===== src/hw/div_pkg.sv =====
// ============================================================
// Shared types of the divide unit
// ============================================================

package div_pkg;

	// Operand interpretation for one divide
	// The fourth encoding is never legal and is trapped at the operand stage
	typedef enum logic [1:0] {
		// Dividend and divisor are both plain magnitudes
		div_unsigned        = 2'd0,
		// Dividend and divisor are both two's complement
		div_signed          = 2'd1,
		// Only the dividend carries a sign, the divisor is a magnitude
		div_signed_dividend = 2'd2
	} div_mode_t;

	// States of the divide core FSM
	// Done is reported in commit, fast and finish, and in idle without a load
	typedef enum logic [2:0] {
		// Waiting for a load, results held from the last operation
		st_idle   = 3'd0,
		// One quotient bit resolved per clock
		st_divide = 3'd1,
		// Result registers valid, cache entry written on the way out
		st_commit = 3'd2,
		// Result taken straight from the cache
		st_fast   = 3'd3,
		// Last cycle before the core accepts a new load
		st_finish = 3'd4
	} div_state_t;

	// The cache key is the raw dividend, the effective divisor and the mode
	// A hit therefore needs all three to match an entry

endpackage


===== src/hw/div_op_if.sv =====
// ============================================================
// Prepared operation bus
// ============================================================

interface div_op_if import div_pkg::*; #(
	parameter int WID = 32
) ();

	// Strobe for an operation the core has accepted
	logic load;
	// Key fields as seen by the cache
	logic [WID-1:0] dividend;
	logic [WID-1:0] divisor;
	div_mode_t mode;
	// Datapath inputs for the shift-subtract core
	logic [WID-1:0] dividend_mag;
	logic [WID-1:0] divisor_mag;
	logic neg_result;
	logic div_zero;

	// Operand preparation drives the whole bus
	modport prep (output load, dividend, divisor, mode,
		dividend_mag, divisor_mag, neg_result, div_zero);

	// The core needs every field
	modport core (input load, dividend, divisor, mode,
		dividend_mag, divisor_mag, neg_result, div_zero);

	// The cache only looks at the key and the load strobe
	modport cache (input load, dividend, divisor, mode);

endinterface


===== src/hw/div_operand_prep.sv =====
module div_operand_prep import div_pkg::*; #(
	parameter int WID = 32
) (
	input  logic           clk,
	input  logic           rst,
	input  logic           ld,
	input  logic [WID-1:0] a,
	input  logic [WID-1:0] b,
	input  logic [WID-1:0] imm,
	input  logic           use_imm,
	input  div_mode_t      mode,
	div_op_if.prep         op
);

	// Effective divisor and the sign bits of both operands
	logic [WID-1:0] divisor;
	logic a_neg;
	logic d_neg;

	// ============================================================
	// Divisor select
	// ============================================================

	// The immediate form replaces the register divisor entirely
	assign divisor = use_imm ? imm : b;
	assign a_neg = a[WID-1];
	assign d_neg = divisor[WID-1];

	// Key fields pass through untouched so that the cache sees the
	// operation as the pipeline issued it
	assign op.load = ld;
	assign op.dividend = a;
	assign op.divisor = divisor;
	assign op.mode = mode;

	// A zero divisor is flagged on the raw bits, the sign never matters here
	assign op.div_zero = (divisor == '0);

	// ============================================================
	// Magnitudes and result sign
	// ============================================================

	always_comb begin
		case (mode)
			div_signed: begin
				// Both operands folded to magnitudes
				op.dividend_mag = a_neg ? -a : a;
				op.divisor_mag = d_neg ? -divisor : divisor;
				op.neg_result = a_neg ^ d_neg;
			end
			div_signed_dividend: begin
				// Divisor is already a magnitude in this mode
				op.dividend_mag = a_neg ? -a : a;
				op.divisor_mag = divisor;
				op.neg_result = a_neg;
			end
			default: begin
				op.dividend_mag = a;
				op.divisor_mag = divisor;
				op.neg_result = 1'b0;
			end
		endcase
	end

	// The issue stage must never hand over the spare mode encoding
	assert property (@(posedge clk) disable iff (rst)
		ld |-> mode inside {div_unsigned, div_signed, div_signed_dividend});

endmodule


===== src/hw/div_core.sv =====
module div_core import div_pkg::*; #(
	parameter int WID = 32
) (
	input  logic           clk,
	input  logic           rst,
	input  logic           abort,
	div_op_if.core         op,
	input  logic           hit,
	input  logic [WID-1:0] hit_quotient,
	input  logic [WID-1:0] hit_remainder,
	output logic [WID-1:0] quotient,
	output logic [WID-1:0] remainder,
	output logic           div_by_zero,
	output logic           done,
	output logic           idle,
	output logic           commit
);

	// Iteration counter wide enough to hold WID+1
	localparam int CNT_W = $clog2(WID + 2);

	div_state_t state;
	logic [CNT_W-1:0] cnt;
	logic cnt_done;
	// Set when the running divide was cut short
	logic aborted;

	// Shift-subtract datapath
	// q starts as the dividend magnitude and fills up with quotient bits
	logic [WID-1:0] q;
	logic [WID-1:0] bb;
	logic [WID:0] r;
	logic neg;
	logic [WID:0] diff;
	logic fits;
	logic [WID-1:0] r_next;

	assign cnt_done = (cnt == '0);

	// The divisor fits when the partial remainder is at least as large
	// The difference is then always below the divisor and fits WID bits
	assign diff = r - {1'b0, bb};
	assign fits = ({1'b0, bb} <= r);
	assign r_next = fits ? diff[WID-1:0] : r[WID-1:0];

	assign idle = (state == st_idle);
	assign done = (state == st_commit) || (state == st_fast) ||
		(state == st_finish) || (state == st_idle && !op.load);

	// A cut-short divide holds a partial result that must never be cached
	assign commit = (state == st_commit) && !aborted;

	// ============================================================
	// Datapath
	// ============================================================

	always_ff @(posedge clk) begin
		if (state == st_idle && op.load) begin
			q <= op.dividend_mag;
			bb <= op.divisor_mag;
			r <= '0;
			neg <= op.neg_result;
		end else if (state == st_divide && !cnt_done) begin
			// One quotient bit in, one dividend bit over into the remainder
			q <= {q[WID-2:0], fits};
			r <= {r_next, q[WID-1]};
		end
	end

	// ============================================================
	// Control FSM and result registers
	// ============================================================

	always_ff @(posedge clk) begin
		if (rst) begin
			state <= st_idle;
			cnt <= '0;
			aborted <= 1'b0;
			div_by_zero <= 1'b0;
			quotient <= '0;
			remainder <= '0;
		end else begin
			case (state)
				st_idle: begin
					if (op.load) begin
						div_by_zero <= op.div_zero;
						aborted <= 1'b0;
						if (hit) begin
							quotient <= hit_quotient;
							remainder <= hit_remainder;
							state <= st_fast;
						end else begin
							// The first pass only primes the remainder, so WID+1 passes
							cnt <= CNT_W'(WID + 1);
							state <= st_divide;
						end
					end
				end
				st_divide: begin
					if (abort) begin
						cnt <= '0;
						aborted <= 1'b1;
					end else if (!cnt_done) begin
						cnt <= cnt - CNT_W'(1);
					end else begin
						// Remainder sits one place up because of the priming pass
						quotient <= neg ? -q : q;
						remainder <= neg ? -r[WID:1] : r[WID:1];
						state <= st_commit;
					end
				end
				st_commit: state <= st_finish;
				st_fast: state <= st_finish;
				default: state <= st_idle;
			endcase
		end
	end

	// A miss that runs its whole divide without an abort raises done
	// on the commit edge, WID+3 edges after the load
	assert property (@(posedge clk) disable iff (rst)
		(op.load && !hit) ##1 (!abort) [*WID+2] |=> done);

endmodule


===== src/hw/div_result_cache.sv =====
module div_result_cache import div_pkg::*; #(
	parameter int WID = 32,
	parameter int CACHE_DEPTH = 8
) (
	input  logic           clk,
	input  logic           rst,
	input  logic           cache_enable,
	input  logic           flush,
	div_op_if.cache        op,
	input  logic           commit,
	input  logic [WID-1:0] quotient,
	input  logic [WID-1:0] remainder,
	output logic           hit,
	output logic [WID-1:0] hit_quotient,
	output logic [WID-1:0] hit_remainder,
	output logic           hit_pulse,
	output logic           miss_pulse
);

	// Entry storage, index 0 holds the newest result
	logic [WID-1:0] ent_dividend [CACHE_DEPTH];
	logic [WID-1:0] ent_divisor [CACHE_DEPTH];
	div_mode_t ent_mode [CACHE_DEPTH];
	logic [WID-1:0] ent_quotient [CACHE_DEPTH];
	logic [WID-1:0] ent_remainder [CACHE_DEPTH];
	logic [CACHE_DEPTH-1:0] ent_valid;

	// Key of the operation in flight, captured at load for the later write
	logic [WID-1:0] key_dividend;
	logic [WID-1:0] key_divisor;
	div_mode_t key_mode;

	logic found;

	// ============================================================
	// Lookup
	// ============================================================

	// Scan from the oldest end so that the newest matching entry wins
	always_comb begin
		found = 1'b0;
		hit_quotient = '0;
		hit_remainder = '0;
		for (int i = CACHE_DEPTH - 1; i >= 0; i--) begin
			if (ent_valid[i] && ent_dividend[i] == op.dividend &&
					ent_divisor[i] == op.divisor && ent_mode[i] == op.mode) begin
				found = 1'b1;
				hit_quotient = ent_quotient[i];
				hit_remainder = ent_remainder[i];
			end
		end
	end

	// With the cache switched off every load goes the long way
	assign hit = found && cache_enable;
	assign hit_pulse = op.load && hit;
	assign miss_pulse = op.load && !hit;

	// ============================================================
	// Write
	// ============================================================

	always_ff @(posedge clk) begin
		if (op.load) begin
			key_dividend <= op.dividend;
			key_divisor <= op.divisor;
			key_mode <= op.mode;
		end
	end

	// Every entry moves one place down and the oldest drops off the end
	always_ff @(posedge clk) begin
		if (commit) begin
			for (int i = CACHE_DEPTH - 1; i > 0; i--) begin
				ent_dividend[i] <= ent_dividend[i-1];
				ent_divisor[i] <= ent_divisor[i-1];
				ent_mode[i] <= ent_mode[i-1];
				ent_quotient[i] <= ent_quotient[i-1];
				ent_remainder[i] <= ent_remainder[i-1];
			end
			ent_dividend[0] <= key_dividend;
			ent_divisor[0] <= key_divisor;
			ent_mode[0] <= key_mode;
			ent_quotient[0] <= quotient;
			ent_remainder[0] <= remainder;
		end
	end

	// Flush takes priority over a write in the same cycle
	always_ff @(posedge clk) begin
		if (rst || flush) begin
			ent_valid <= '0;
		end else if (commit) begin
			ent_valid <= {ent_valid[CACHE_DEPTH-2:0], 1'b1};
		end
	end

	// The core writes back only after its divide, never while a new load looks up
	assert property (@(posedge clk) disable iff (rst)
		commit |-> !op.load);

endmodule


===== src/hw/div_cache_ctrl.sv =====
module div_cache_ctrl (
	input  logic        clk,
	input  logic        rst,
	input  logic        cache_en,
	input  logic        cache_flush,
	input  logic        hit_pulse,
	input  logic        miss_pulse,
	output logic        cache_enable,
	output logic        flush,
	output logic [15:0] hit_count,
	output logic [15:0] miss_count
);

	// Counters stop at this value instead of wrapping
	localparam logic [15:0] CNT_MAX = 16'hffff;

	// Previous level of the flush request for edge detection
	logic flush_req_d;

	// ============================================================
	// Configuration
	// ============================================================

	// A held flush request still produces a single flush cycle
	always_ff @(posedge clk) begin
		if (rst) begin
			cache_enable <= 1'b0;
			flush_req_d <= 1'b0;
			flush <= 1'b0;
		end else begin
			cache_enable <= cache_en;
			flush_req_d <= cache_flush;
			flush <= cache_flush && !flush_req_d;
		end
	end

	// ============================================================
	// Statistics
	// ============================================================

	always_ff @(posedge clk) begin
		if (rst || flush) begin
			hit_count <= '0;
			miss_count <= '0;
		end else begin
			if (hit_pulse && hit_count != CNT_MAX)
				hit_count <= hit_count + 16'd1;
			if (miss_pulse && miss_count != CNT_MAX)
				miss_count <= miss_count + 16'd1;
		end
	end

endmodule


===== src/hw/div_unit.sv =====
module div_unit import div_pkg::*; #(
	parameter int WID = 32,
	parameter int CACHE_DEPTH = 8
) (
	input  logic           clk,
	input  logic           rst,
	input  logic           ld,
	input  logic           abort,
	input  div_mode_t      mode,
	input  logic           use_imm,
	input  logic [WID-1:0] a,
	input  logic [WID-1:0] b,
	input  logic [WID-1:0] imm,
	output logic [WID-1:0] quotient,
	output logic [WID-1:0] remainder,
	output logic           div_by_zero,
	output logic           done,
	output logic           idle,
	input  logic           cache_en,
	input  logic           cache_flush,
	output logic [15:0]    hit_count,
	output logic [15:0]    miss_count
);

	// Prepared operation shared by core and cache
	div_op_if #(.WID(WID)) op_bus ();

	// Cache to core
	logic hit;
	logic [WID-1:0] hit_quotient;
	logic [WID-1:0] hit_remainder;
	// Core to cache
	logic commit;
	// Cache and control block
	logic hit_pulse;
	logic miss_pulse;
	logic cache_enable;
	logic flush;
	// A load while busy is dropped here and never reaches core or counters
	logic ld_accept;

	assign ld_accept = ld & idle;

	div_operand_prep #(.WID(WID)) u_prep (
		.clk(clk), .rst(rst), .ld(ld_accept), .a(a), .b(b), .imm(imm),
		.use_imm(use_imm), .mode(mode), .op(op_bus.prep)
	);

	div_core #(.WID(WID)) u_core (
		.clk(clk), .rst(rst), .abort(abort), .op(op_bus.core),
		.hit(hit), .hit_quotient(hit_quotient), .hit_remainder(hit_remainder),
		.quotient(quotient), .remainder(remainder), .div_by_zero(div_by_zero),
		.done(done), .idle(idle), .commit(commit)
	);

	div_result_cache #(.WID(WID), .CACHE_DEPTH(CACHE_DEPTH)) u_cache (
		.clk(clk), .rst(rst), .cache_enable(cache_enable), .flush(flush),
		.op(op_bus.cache), .commit(commit), .quotient(quotient),
		.remainder(remainder), .hit(hit), .hit_quotient(hit_quotient),
		.hit_remainder(hit_remainder), .hit_pulse(hit_pulse), .miss_pulse(miss_pulse)
	);

	div_cache_ctrl u_ctrl (
		.clk(clk), .rst(rst), .cache_en(cache_en), .cache_flush(cache_flush),
		.hit_pulse(hit_pulse), .miss_pulse(miss_pulse), .cache_enable(cache_enable),
		.flush(flush), .hit_count(hit_count), .miss_count(miss_count)
	);

endmodule


===== config.mk =====
export PLATFORM = sky130hd
export DESIGN_NAME = div_unit
export DESIGN_NICKNAME = d
export VERILOG_FILES = /design/src/hw/div_pkg.sv /design/src/hw/div_op_if.sv /design/src/hw/div_operand_prep.sv /design/src/hw/div_core.sv /design/src/hw/div_result_cache.sv /design/src/hw/div_cache_ctrl.sv /design/src/hw/div_unit.sv
export SDC_FILE = /design/constraint.sdc
export NUM_CORES = 2
export LEC_CHECK = 0
export BUFFER_PORTS_ARGS = -buffer_cell sky130_fd_sc_hd__buf_4
export CAP_MARGIN = 20
export CORE_MARGIN = 2
export CORE_UTILIZATION = 30
export DETAILED_ROUTE_END_ITERATION = 8
export SETUP_SLACK_MARGIN = 0.02
export SKIP_CTS_REPAIR_TIMING = 1
export SLEW_MARGIN = 20
export SYNTH_ARGS = -nofsm -noshare
export SYNTH_HDL_FRONTEND = slang
export SYNTH_SLANG_ARGS = --single-unit

===== constraint.sdc =====
create_clock -name clk -period 42.4 [get_ports clk]
set_input_delay 8.48 -clock clk [delete_from_list [all_inputs] [get_ports clk]]
set_output_delay 8.48 -clock clk [all_outputs]
set_load 0.1 [all_outputs]

Word-level counts from Yosys, hierarchy flattened --
Memories as Yosys holds them, arrays and structs flattened. Cells that the tools add are included.
Word-level totals: flip-flop bits (word level) 282, bits in read-only memories 0, memories kept 5, bits in writable memories 1040, input port bits 105, bits in latches 0, logic and storage cells 189, output and inout bits 99
Memory list:
- u_cache.ent_dividend | words 8, bits a word 32, rd ports 8, clocked after Yosys merged registers in 0, wr ports 8, line div_result_cache.sv:21 | logic [WID-1:0] ent_dividend [CACHE_DEPTH];
- u_cache.ent_divisor | words 8, bits a word 32, rd ports 8, clocked after Yosys merged registers in 0, wr ports 8, line div_result_cache.sv:22 | logic [WID-1:0] ent_divisor [CACHE_DEPTH];
- u_cache.ent_quotient | words 8, bits a word 32, rd ports 8, clocked after Yosys merged registers in 0, wr ports 8, line div_result_cache.sv:24 | logic [WID-1:0] ent_quotient [CACHE_DEPTH];
- u_cache.ent_remainder | words 8, bits a word 32, rd ports 8, clocked after Yosys merged registers in 0, wr ports 8, line div_result_cache.sv:25 | logic [WID-1:0] ent_remainder [CACHE_DEPTH];
- u_cache.ent_mode | words 8, bits a word 2, rd ports 8, clocked after Yosys merged registers in 0, wr ports 8, line div_result_cache.sv:23 | div_mode_t ent_mode [CACHE_DEPTH];
Operators by class: add/sub/neg operators 8, equality and inequality tests 39, bitwise logic cells 2, magnitude comparators 1, divide/modulo/power cells 0, reduce and logical (&&, ||, !) cells 55, muxes and demuxes 60, $mul 0, shift-type cells 0
Operators by type and width (count):
- 32-bit 2-to-1 mux | 34
- 32-bit equality test | 16
- 32-bit negator | 4
- 32-bit case mux with 2 select lines | 2
- 1-bit logical AND | 34
- 32-bit by 33-bit less-or-equal comparator with 1-bit output | 1
- 16-bit by 1-bit adder with 16-bit output, second input constant | 2
- 32-bit logical NOT | 1
- 16-bit inequality test, second input constant | 2
- 32-bit subtractor | 1
- 6-bit 2-to-1 mux | 4
- 2-bit equality test | 8
- 1-bit 2-to-1 mux | 12
- 6-bit case mux with 2 select lines | 1
- 3-bit 2-to-1 mux | 3
- 3-bit case mux with 3 select lines | 1
- 3-bit by 2-bit equality test with 1-bit output, second input constant | 2
- 6-bit logical NOT | 1
- 2-bit by 1-bit inequality test with 1-bit output, second input constant | 3
- 2-bit inequality test, second input constant | 3
- 3-bit AND reduction | 2
- 6-bit by 1-bit subtractor with 6-bit output, second input constant | 1
- 1-bit logical NOT | 5
- 5-bit AND reduction | 1
- other kinds (15) | 21

Longest topological paths before layout --
An unclocked memory read counts as a cell.
word-level depth 17, gate-level depth with buffers 16

Modules after synthesis --
Synthesis repeated with hierarchy kept, for this count alone.
Second synthesis, totals: cells, all modules 4877, area total of the unflattened synthesis 61152.4 µm²
By module, submodules not included:
- div_result_cache | cells each 3046, times used 1, sequential area each 33372.0 µm², area an instance 46274.4 µm²
- div_core | cells each 1299, times used 1, sequential area each 4113.9 µm², area an instance 10809.1 µm²
- div_operand_prep | cells each 336, times used 1, sequential area each 0.0 µm², area an instance 2353.5 µm²
- div_cache_ctrl | cells each 195, times used 1, sequential area each 700.7 µm², area an instance 1709.1 µm²
- div_unit | cells each 1, times used 1, sequential area each 0.0 µm², area an instance 6.3 µm²

Least setup slack after synthesis --
Ideal clock, no wire load.
path type register to register, from register u_core.state[2], to memory u_cache.ent_dividend[0][0], enable pin, stages on the path, launching flop included 5, arrival time 19.642 ns, buffers on the path 1, period minus slack after synthesis 27.652 ns, path slack 14.748 ns, cell sequence dfxtp_1 > nand2b_1 > or3_1 > clkbuf_1 > clkinv_1
RTL lines:
- from (decl) | line div_core.sv:22 | div_state_t state;
- from (signal assigned) | line div_core.sv:76 | state <= st_idle;
- from (signal assigned) | line div_core.sv:91 | state <= st_fast;
- from (signal assigned) | line div_core.sv:95 | state <= st_divide;
- to (decl) | line div_result_cache.sv:21

Worst setup path after layout --
from input port ld, to output port done
On the way: cells in the longest elaborated chain, start to end 4
RTL lines:
- from (decl) | line div_unit.sv:7 | input logic ld,
- 1-bit AND | line div_unit.sv:42 | assign ld_accept = ld & idle;
- 1-bit logical NOT | line div_core.sv:48 | (state == st_finish) || (state == st_idle && !op.load);
- 1-bit logical AND | line div_core.sv:48
- 1-bit logical OR | line div_core.sv:48
- to (decl) | line div_unit.sv:17 | output logic done,
Every way passes these cells.

==> results_dict.tcl <==
set metrics [dict create \
    end_kind "output pin" \
    track_usage_pct 15.45 \
    synth_cells 4388 \
    worstSetupStartpointType "primary input" \
    mappedNetlistArea_um2 57810 \
    routedWlPerCell_um 21.78 \
    clk_pin_slew_ps 60 \
    finalNonFillerCells 7213 \
    fin_crit_ps 17790 \
    initial_core_util_pct 30.11 \
    r2r-end "u_cache.ent_dividend[1][4]" \
    critPathTopFamily "buffers and inverters" \
    final_nets 4751 \
    path_depth 4 \
    cts.sinks 1321 \
    ys_types 74 \
    power_density_nw_per_um2 51.16 \
    synth_top_area_cell "edfxtp_1" \
    yosysWarnings 0 \
    max_stage_delay_ps 340 \
    arrival_ps 9310 \
    synth_area_leaders "edfxtp_1 (61%), xnor2_1 (9.5%), dfxtp_1 (5.2%)" \
    ys_ff_latch 1321 \
    status "complete, no violations" \
    place_ws_ps 24600 \
    yosysTopAreaCellShare_pct 60.78 \
    crit_type "in -> out" \
    rsz0062_at_grt "no" \
    route.layer.met1.wl_um 69460 \
    dp_hpwl_um 107300 \
    area_delta_synth_final_pct 15.38 \
    route.met2.wl_um 73220 \
    r2r-start "u_core.state[1]" \
    crit_end "done" \
    p_leak_nw 21.37 \
    worstPathMaxFanout 2 \
    ant_nets 0 \
    rows 161 \
    synthArstFlopShare_pct 0 \
    dieArea_um2 196200 \
    port_buffers 203 \
    utilization_pct 34.74 \
    cp_slowest_cell "buf_4" \
    drive_gt1_share_pct 11.67 \
    antenna_found_initial 2 \
    startpoint "ld" \
    vias_per_cell 5.009 \
    dpl_cell_area_um2 62180 \
    grt_pass1_wl_um 229800 \
    synth_common_cells "edfxtp_1 (1,170), xnor2_1 (625), nand2_1 (272)" \
    gp_congestion 0.9801 \
    grt_pass1_vias 35260 \
    tns_ps 0 \
    overflow 0 \
    htreeDepth 4 \
    max_freq_ghz 0.05623 \
    hold_depth 1 \
    wl_um 157100 \
    cts_tree "done" \
    drt_iter0_drc 3474 \
    numCtsBuffers 142 \
    worstPathRequired_ps 33920 \
    worst_pin_slew_ps 1079 \
    fin_ws_ps 24610 \
    boundaryPins 204 \
    max_slew_margin_pct 28.07 \
    hold_slack_ps 381.2 \
    synth_fp_nets 4567 \
    maxSlewViolCount 0 \
    cts_root_buf "clkbuf_16" \
    synth_most_common_cell "edfxtp_1" \
    fill_cells 18500 \
    ir_drop_mv 0.04774 \
    r2r_setup_slack_ps 36570 \
    die_y_um 443.0 \
    hold_path.class "reg -> reg" \
    dr_total_vias 36130 \
    design_power_total_mw 3.412 \
    finalClockSkew_ps 35.96 \
    timing.final.crit_share_pct 41.95 \
    worstRegToRegCells 7 \
    avgSynthCellArea_um2 13.17 \
    coreArea_um2 192000 \
    dr.pass1.iters 6 \
    dp.cells 6954 \
    final_area_um2 66700 \
    crit_chain "buf_4, nor2b_1, o31ai_1, buf_4" \
    die_x_um 443.0 \
    ys_seq_area_share_pct 66.01 \
    grt_max_degree 178 \
    synthFlopType "edfxtp_1" \
    routed.top_layer "met4" \
    finalHoldViolCount 0 \
    cpMostUsedCell "buf_4" \
    clk_latency_ps 780 \
    setup_viol 0 \
    cp_num_buf_inv 2 \
    clk_path_buf_depth 3 \
    wl_met3_um 9561 \
    drc 0 \
    synth_edf_count 1170 \
    cap_violations 0 \
]
flip-flops by register name, summed over array words and instances (netlist names), 33 cells and up:
name / cells
u_cache.ent_divisor: 256
u_cache.ent_quotient: 256
u_cache.ent_dividend: 256
u_cache.ent_remainder: 256
u_core.r: 33
power by group:
group          internal, mW  total, mW  switching (mW)
combinational         0.222      0.643           0.421
clock                 0.696       1.21           0.509
sequential             1.50       1.56          0.0671
layout by cell type, fill, tap and decap left out, types with 21 or more instances in the layout:
cell type and n:
ha_1 73, nor3_1 81, xnor2_1 625, o21a_1 35
a21o_1 38, inv_1 159, a21oi_1 105, nor4_1 104
a31oi_1 92, clkinv_2 21, and3_1 29, a211oi_1 23
o21bai_1 23, mux2i_2 23, clkbuf_1 31, buf_4 277
a311oi_1 33, o31ai_1 32, o221ai_1 42, xor2_1 65
nand4_1 107, nand3_1 182, dfxtp_1 151, or3_1 29
nand2_1 270, o21ai_0 185, edfxtp_1 1170, clkbuf_16 148
mux2i_1 32, nor2_1 226, clkinv_1 25, o211ai_1 26
logic make-up after synthesis:
| group | count (synthesis) | synth area share (%) |
|---|---|---|
| AO/OA/AOI/OAI | 719 | 8.246 |
| buffers and inverters | 400 | 2.870 |
| XOR/XNOR | 690 | 10.45 |
| AND/OR/NAND/NOR | 1120 | 9.526 |
| multiplexers | 64 | 1.283 |
| adder cells (fa/ha/maj) | 74 | 1.615 |
| flip-flops | 1321 | 66.01 |
worst min path at each step:
stage | end | slack (ps) | startpoint
detailed placement | u_ctrl.flush | 370 | u_ctrl.flush_req_d
floorplan | u_ctrl.flush | 370 | u_ctrl.flush_req_d
finish | u_ctrl.flush | 380 | u_ctrl.flush_req_d
global placement | u_ctrl.flush | 380 | u_ctrl.flush_req_d
CTS | u_ctrl.flush | 380 | u_ctrl.flush_req_d
global route | u_ctrl.flush | 400 | u_ctrl.flush_req_d
per-layer routing:
metal,GRT usage [%],vias up
li1,-,16650
met1,20.79,18030
met2,24.92,1215
met3,2.845,235
met4,5.414,0
met5,0,-
cell type report:
cell class / count / area [um2] / share of cell area (%)
inverters: 162 / 618.1 / 0.9267
multi-input cells: 2667 / 18160 / 27.23
clock inverters: 67 / 516.7 / 0.7747
flip-flops and latches: 1321 / 38160 / 57.21
repair buffers: 278 / 2100 / 3.148
diodes: 1 / 2.502 / 0.003752
clock buffers: 191 / 3985 / 5.974
well taps: 2526 / 3161 / 4.738
No activity file was read; power rests on OpenSTA's default activity.
